<file path="src/hw/noc_cfg.svh">
/*
  Mesh NoC router configuration
  Mesh size, flit payload width and router port count
*/

`ifndef NOC_CFG_SVH
`define NOC_CFG_SVH

// Mesh topology
// --------------------------------------------------
`define NOC_X_NODES 4   // Node columns
`define NOC_Y_NODES 4   // Node rows

// Flit payload
// --------------------------------------------------
`define NOC_DATA_W  16  // Data bits carried per flit

// Router ports
// --------------------------------------------------
`define NOC_PORTS   5   // Core, north, east, south, west
`define NOC_PORT_W  3   // Bits to index one port

// Coordinate widths follow the mesh size
`define NOC_X_W     $clog2(`NOC_X_NODES)
`define NOC_Y_W     $clog2(`NOC_Y_NODES)

`endif

</file>
<file path="src/hw/noc_pkg.sv">
/*
  Mesh NoC router types
  Flit layout, port numbering and one-hot output requests
*/

`include "noc_cfg.svh"

package noc_pkg;

  // Port numbering
  // --------------------------------------------------
  typedef enum logic [`NOC_PORT_W-1:0] {
    PORT_C = 3'd0,  // Local core
    PORT_N = 3'd1,  // Towards increasing y
    PORT_E = 3'd2,  // Towards increasing x
    PORT_S = 3'd3,  // Towards decreasing y
    PORT_W = 3'd4   // Towards decreasing x
  } port_e;

  // Flit layout
  // --------------------------------------------------
  typedef struct packed {
    logic [`NOC_X_W-1:0]    x_dest;  // Destination column
    logic [`NOC_Y_W-1:0]    y_dest;  // Destination row
    logic [`NOC_DATA_W-1:0] data;    // Payload
  } flit_t;

  // One-hot output request, bit 0 is the core port
  // Index with port_e, so req[PORT_E] asks for east
  typedef logic [0:`NOC_PORTS-1] port_req_t;

endpackage

</file>
<file path="src/hw/noc_input_stage.sv">
/*
  Router input stage
  One flit hold register per port, loaded on a strobe into an
  empty slot and freed when the switch allocator grants it
*/

`timescale 1ns/1ps

`include "noc_cfg.svh"

module noc_input_stage
  import noc_pkg::*;
(
  input  logic                  i_clk,
  input  logic                  i_reset,
  input  flit_t                 i_in_flit [`NOC_PORTS],  // Flits from neighbours and core
  input  logic [`NOC_PORTS-1:0] i_in_val,                // One strobe per flit
  input  logic [`NOC_PORTS-1:0] i_grant,                 // Slot won its output this cycle
  output flit_t                 o_held_flit [`NOC_PORTS],
  output logic [`NOC_PORTS-1:0] o_held_val               // Also the busy level seen outside
);

  logic [`NOC_PORTS-1:0] load;  // Strobe lands in an empty slot

  // A strobe against a full slot is a sender error and is ignored
  assign load = i_in_val & ~o_held_val;

  // Hold registers
  // --------------------------------------------------
  always_ff @(posedge i_clk) begin
    for (int p = 0; p < `NOC_PORTS; p++) begin
      if (load[p]) begin
        o_held_flit[p] <= i_in_flit[p];  // Capture at the strobe edge
      end
    end
  end

  // Slot occupancy
  // --------------------------------------------------
  always_ff @(posedge i_clk) begin
    if (i_reset) begin
      o_held_val <= '0;
    end else begin
      for (int p = 0; p < `NOC_PORTS; p++) begin
        if (i_grant[p]) begin
          o_held_val[p] <= 1'b0;  // Flit moves to the output register now
        end else if (load[p]) begin
          o_held_val[p] <= 1'b1;
        end
      end
    end
  end

  // Grant and load cannot meet on one slot
  // grant needs a full slot, load needs an empty one

endmodule

</file>
<file path="src/hw/noc_route_calc.sv">
/*
  XY route calculator
  Compares a held flit's destination with this node's place and
  raises a one-hot request for the output it must leave on
*/

`timescale 1ns/1ps

module noc_route_calc
  import noc_pkg::*;
#(
  parameter integer X_LOC = 0,  // Node column
  parameter integer Y_LOC = 0   // Node row
)
(
  input  flit_t     i_flit,        // Held flit
  input  logic      i_val,         // Flit present
  output port_req_t o_output_req   // One-hot [c,n,e,s,w] request
);

  // Own place at the flit's coordinate width
  localparam logic [$bits(i_flit.x_dest)-1:0] X_HERE = X_LOC[$bits(i_flit.x_dest)-1:0];
  localparam logic [$bits(i_flit.y_dest)-1:0] Y_HERE = Y_LOC[$bits(i_flit.y_dest)-1:0];

  // Dimension ordered routing, x resolved before y
  // --------------------------------------------------
  always_comb begin
    o_output_req = '0;                          // No flit, no request
    if (i_val) begin
      if (i_flit.x_dest != X_HERE) begin
        if (i_flit.x_dest > X_HERE) begin
          o_output_req[PORT_E] = 1'b1;          // Head east
        end else begin
          o_output_req[PORT_W] = 1'b1;          // Head west
        end
      end else if (i_flit.y_dest != Y_HERE) begin
        if (i_flit.y_dest > Y_HERE) begin
          o_output_req[PORT_N] = 1'b1;          // Head north
        end else begin
          o_output_req[PORT_S] = 1'b1;          // Head south
        end
      end else begin
        o_output_req[PORT_C] = 1'b1;            // Arrived, hand to core
      end
    end
  end

endmodule

</file>
<file path="src/hw/noc_router.sv">
/*
  Mesh NoC router node
  Five port XY router: input hold registers, route calculators
  per input and a round-robin switch with registered outputs
*/

`timescale 1ns/1ps

`include "noc_cfg.svh"

module noc_router
  import noc_pkg::*;
#(
  parameter integer X_LOC = 0,  // Node column in the mesh
  parameter integer Y_LOC = 0   // Node row in the mesh
)
(
  input  logic                  i_clk,
  input  logic                  i_reset,
  input  flit_t                 i_in_flit [`NOC_PORTS],  // Indexed by port_e
  input  logic [`NOC_PORTS-1:0] i_in_val,
  output logic [`NOC_PORTS-1:0] o_in_busy,               // Do not strobe while high
  output flit_t                 o_out_flit [`NOC_PORTS],
  output logic [`NOC_PORTS-1:0] o_out_val
);

  flit_t                 held_flit [`NOC_PORTS];  // Flits waiting for the switch
  logic [`NOC_PORTS-1:0] held_val;
  port_req_t             req [`NOC_PORTS];        // Output request per input
  logic [`NOC_PORTS-1:0] grant;                   // Input won this cycle

  assign o_in_busy = held_val;  // A full slot is the only back-pressure

  // Input hold registers
  // --------------------------------------------------
  noc_input_stage i_input_stage (
    .i_clk       (i_clk),
    .i_reset     (i_reset),
    .i_in_flit   (i_in_flit),
    .i_in_val    (i_in_val),
    .i_grant     (grant),
    .o_held_flit (held_flit),
    .o_held_val  (held_val)
  );

  // One route calculator per input
  // --------------------------------------------------
  for (genvar p = 0; p < `NOC_PORTS; p++) begin : g_route
    noc_route_calc #(
      .X_LOC (X_LOC),
      .Y_LOC (Y_LOC)
    ) i_route_calc (
      .i_flit       (held_flit[p]),
      .i_val        (held_val[p]),
      .o_output_req (req[p])
    );
  end

  // Arbitration and crossbar
  // --------------------------------------------------
  noc_switch_alloc i_switch_alloc (
    .i_clk       (i_clk),
    .i_reset     (i_reset),
    .i_req       (req),
    .i_held_flit (held_flit),
    .o_grant     (grant),
    .o_out_flit  (o_out_flit),
    .o_out_val   (o_out_val)
  );

endmodule

</file>
<file path="src/hw/noc_switch_alloc.sv">
/*
  Switch allocator and crossbar
  Round-robin pick of one requesting input per output, then the
  chosen flit is registered onto that output with a valid strobe
*/

`timescale 1ns/1ps

`include "noc_cfg.svh"

module noc_switch_alloc
  import noc_pkg::*;
(
  input  logic                  i_clk,
  input  logic                  i_reset,
  input  port_req_t             i_req [`NOC_PORTS],        // Request row per input
  input  flit_t                 i_held_flit [`NOC_PORTS],
  output logic [`NOC_PORTS-1:0] o_grant,                   // Per input, frees its slot
  output flit_t                 o_out_flit [`NOC_PORTS],
  output logic [`NOC_PORTS-1:0] o_out_val                  // Per output strobe
);

  logic [`NOC_PORT_W-1:0] ptr [`NOC_PORTS];  // Priority pointer per output
  logic [`NOC_PORT_W-1:0] sel [`NOC_PORTS];  // Winning input per output
  logic [`NOC_PORTS-1:0]  hit;               // Output has at least one request

  // Round-robin arbitration
  // --------------------------------------------------
  always_comb begin
    int idx;
    o_grant = '0;
    for (int o = 0; o < `NOC_PORTS; o++) begin
      hit[o] = 1'b0;
      sel[o] = ptr[o];                               // Harmless default when idle
      // Walk the column starting at the pointer, first request wins
      for (int k = 0; k < `NOC_PORTS; k++) begin
        idx = (int'(ptr[o]) + k) % `NOC_PORTS;
        if (!hit[o] && i_req[idx][o]) begin
          hit[o] = 1'b1;
          sel[o] = idx[`NOC_PORT_W-1:0];
        end
      end
      // Each input asks for one output only, so OR-ing cannot double-grant
      if (hit[o]) begin
        o_grant[sel[o]] = 1'b1;
      end
    end
  end

  // Crossbar into output registers
  // --------------------------------------------------
  always_ff @(posedge i_clk) begin
    for (int o = 0; o < `NOC_PORTS; o++) begin
      if (hit[o]) begin
        o_out_flit[o] <= i_held_flit[sel[o]];  // Payload only moves on a grant
      end
    end
  end

  // Output strobes and pointer update
  // --------------------------------------------------
  always_ff @(posedge i_clk) begin
    if (i_reset) begin
      o_out_val <= '0;
      for (int o = 0; o < `NOC_PORTS; o++) begin
        ptr[o] <= PORT_C;                     // Core has first priority after reset
      end
    end else begin
      o_out_val <= hit;                       // One cycle behind the grant
      for (int o = 0; o < `NOC_PORTS; o++) begin
        if (hit[o]) begin
          // Move past the winner so it goes last next time
          if (sel[o] == `NOC_PORT_W'(`NOC_PORTS - 1)) begin
            ptr[o] <= PORT_C;
          end else begin
            ptr[o] <= sel[o] + 1'b1;
          end
        end
      end
    end
  end

  // Worst wait is four other inputs, each served once

endmodule

</file>
<file path="config.mk">
export PLATFORM = sky130hd
export DESIGN_NAME = noc_router
export DESIGN_NICKNAME = d
export VERILOG_FILES = /design/src/hw/noc_pkg.sv /design/src/hw/noc_input_stage.sv /design/src/hw/noc_route_calc.sv /design/src/hw/noc_router.sv /design/src/hw/noc_switch_alloc.sv
export VERILOG_INCLUDE_DIRS = /design/src /design/src/hw
export SDC_FILE = /design/constraint.sdc
export NUM_CORES = 1
export LEC_CHECK = 0
export ABC_CLOCK_PERIOD_IN_PS = 13300
export BUFFER_PORTS_ARGS = -buffer_cell sky130_fd_sc_hd__buf_2
export CORE_ASPECT_RATIO = 0.9
export CORE_MARGIN = 2
export CORE_UTILIZATION = 55
export CTS_BUF_LIST = sky130_fd_sc_hd__clkbuf_4
export DETAILED_ROUTE_END_ITERATION = 16
export GPL_TIMING_DRIVEN = 0
export PLACE_DENSITY = 0.84
export SYNTH_ARGS = -nofsm -noshare
export SYNTH_HDL_FRONTEND = slang
export SYNTH_SLANG_ARGS = --single-unit
</file>
<file path="constraint.sdc">
create_clock -name i_clk -period 13.3 [get_ports i_clk]
set_clock_uncertainty 0.15 [all_clocks]
set_input_delay 2.66 -clock i_clk [delete_from_list [all_inputs] [get_ports i_clk]]
set_output_delay 2.66 -clock i_clk [all_outputs]
set_load 0.01 [all_outputs]
</file>
==> results_dict.tcl <==
set metrics [dict create \
    ios 217 \
    critical-path-slowest-cell "nor3_1" \
    post_cts_buffers 0 \
    final.setup.worst_slack_ns 5.45 \
    clkSinkCount 177 \
    initial_utilization_pct 56.0 \
    antenna_found_initial 0 \
    grt_max_degree 24 \
    drtIter0Drc 1906 \
    clkLatencyLatePin_ns 0.61 \
    layout-drive-gt1-share_pct 23.5 \
    final_cell_mix "buf_2, edfxtp_1, mux2i_1" \
    core-area_um2 24300 \
    startpoint_type "flop" \
    yosysSeqAreaShare_pct 38.5 \
    dr.pass1.iters 9 \
    cts_tree "yes" \
    synth_edf_count 169 \
    avgSynthCellArea_um2 10.1 \
    drv_cap 0 \
    mostFrequentLayoutCell "buf_2" \
    diodes 0 \
    ys_types 104 \
    netlist_instances 1340 \
    synthArstFlopShare_pct 0 \
    critPathArrivalTime_ns 8.17 \
    htree_levels 4 \
    yosys-top-cells-area "edfxtp_1, mux2i_1, ha_1" \
    grt_overflow 0 \
    gp_congestion 0.955 \
    die_h_um 153 \
    tightest_slew_ns 1.27 \
    outcome "finished clean" \
    syn_area_um2 13600 \
    crit_fanout 13 \
    hold_path.class "reg -> reg" \
    area_delta_synth_final_pct 13.0 \
    grt_pass1_vias 11900 \
    fin_tns_setup_ns 0 \
    hold_buffers 0 \
    synth_seq_cells 177 \
    vias_per_cell 6.75 \
    wl_per_cell_um 22.6 \
    wl_mm 42.9 \
    dpl.hpwl_mm 31.7 \
    clockBufferDepth 2 \
    grtUsageTotal_pct 32.2 \
    synth_ff_type "edfxtp_1" \
    pre_cts_slack_ns 5.72 \
    post_cts_resized 0 \
    place_area_um2 15100 \
    relSlewSlack_pct 15.1 \
    setup_viol 0 \
    num_vias 12800 \
    crit_buf_inv 8 \
    fmax_mhz 127 \
    cts-root-buf "clkbuf_4" \
    yosysWarnings 0 \
    period_share_pct 59.0 \
    crit_family "simple AND/OR/NAND/NOR gates" \
    worstPathRequired_ns 13.62 \
    clkTransAtPathRegs_ns 0.17 \
    rsz0062_at_grt "false" \
    fin_area_um2 15400 \
    synth_top_area_share_pct 37.4 \
    final_cells 1899 \
    slowest_delay_ns 0.58 \
    fp.dieArea_um2 26000 \
    ant_nets 0 \
    critical_path.endpoint_type "flop" \
    finalHoldViolCount 0 \
    num_rows 54 \
    die_w_um 170 \
    final_net_count 1753 \
    grt_pass1_wl_mm 65.0 \
    slew_viol_final 0 \
    drc 0 \
    synth_top_area_cell "edfxtp_1" \
    critPathKind "reg -> reg" \
    portBuffers 173 \
    dp.cells 1867 \
    fin_crit_ns 7.85 \
    cts_inserted_buffers 17 \
]
[sequential cells by signal, summed over array words and instances (netlist names)]
register and flops:
i_input_stage.o_held_flit 100, i_switch_alloc.ptr 9, i_switch_alloc.o_out_val 3, i_switch_alloc.o_out_flit 60
i_input_stage.o_held_val 5
[area by class of cell]
class                           count  area (um^2)
Fill cell                        1948         8900
Multi-Input combinational cell   1034         7570
Sequential cell                   177         5240
Timing Repair Buffer              178          941
Buffer                            118          743
Tap cell                          308          385
Inverter                           52          208
Clock inverter                     15          150
Clock buffer                       17          128
[routing by layer]
metal | GRT usage, % | part of all wire (%)
met1 | 43.0 | 37
met2 | 50.1 | 44
met3 | 7.92 | 14
met4 | 14.1 | 5.3
met5 | 0 | 0
[through the flow]
| stage | hold WS (ns) | utilization (%) |
|---|---|---|
| after floorplan | 0.419 | - |
| after global placement | 0.440 | 61.8 |
| after detailed placement | 0.454 | 62.2 |
| after CTS | 0.492 | 63.3 |
| after global routing | 0.535 | 63.3 |
| final | 0.498 | 63.3 |
[synthesized netlist by cell type (all sizes together) (20+ instances only)]
master,number
nand2,92
buf,86
nand2b,20
a21oi,64
mux2,25
a31oi,23
nor3,24
mux2i,106
inv,49
edfxtp,169
o221ai,46
clkbuf,32
ha,67
nor2,62
nand3,68
xnor2,20
o211a,25
o21ai,53
[cells by family after synthesis]
kind of cell               after synthesis  synth area share [%]
and+or+nand+nor                        395                  15.2
AOI/OAI and AO/OA                      368                  20.6
DFF                                    177                  38.5
buffers and inverters                  170                  7.00
muxes                                  135                  10.5
adders and majority gates               68                  6.32
xor gates and xnor gates                26                  1.79
other                                    1                0.0276
[worst register-to-register path, stage by stage, from the launching register on]
cell      delay [ns]
edfxtp_1        0.54
buf_2           0.26
inv_1           0.15
buf_1           0.54
ha_1            0.44
inv_1           0.14
ha_1            0.39
inv_1           0.10
ha_1            0.22
nor3_1          0.58
nor2_1          0.14
xnor2_1         0.37
ha_1            0.21
inv_1           0.06
o32ai_2         0.47
nor3_1          0.15
or3b_1          0.44
o221ai_2        0.35
o221ai_1        0.19
a22o_1          0.24
nand2_1         0.28
clkbuf_1        0.48
inv_1           0.10
ha_1            0.21
or3_1           0.33
a21boi_0        0.16
[worst paths after layout]
kind,from,end,slack [ns],depth (start not counted)
worst min-delay path,i_input_stage.o_held_flit[7]$_DFFE_PP_,i_switch_alloc.o_out_flit[47]$_DFFE_PN_,0.50,2
worst max-delay path,i_switch_alloc.ptr[1][0]$_SDFFCE_PN0P_,i_switch_alloc.ptr[1][2]$_SDFFCE_PN0P_,5.45,25
worst min register to register,i_input_stage.o_held_flit[7]$_DFFE_PP_,i_switch_alloc.o_out_flit[47]$_DFFE_PN_,0.50,2
worst max register to register,i_switch_alloc.ptr[1][0]$_SDFFCE_PN0P_,i_switch_alloc.ptr[1][2]$_SDFFCE_PN0P_,5.45,25
Power is left out: the tool's default activity adds up to more than one toggle a clock period on the data nets, which glitch-free logic cannot reach.
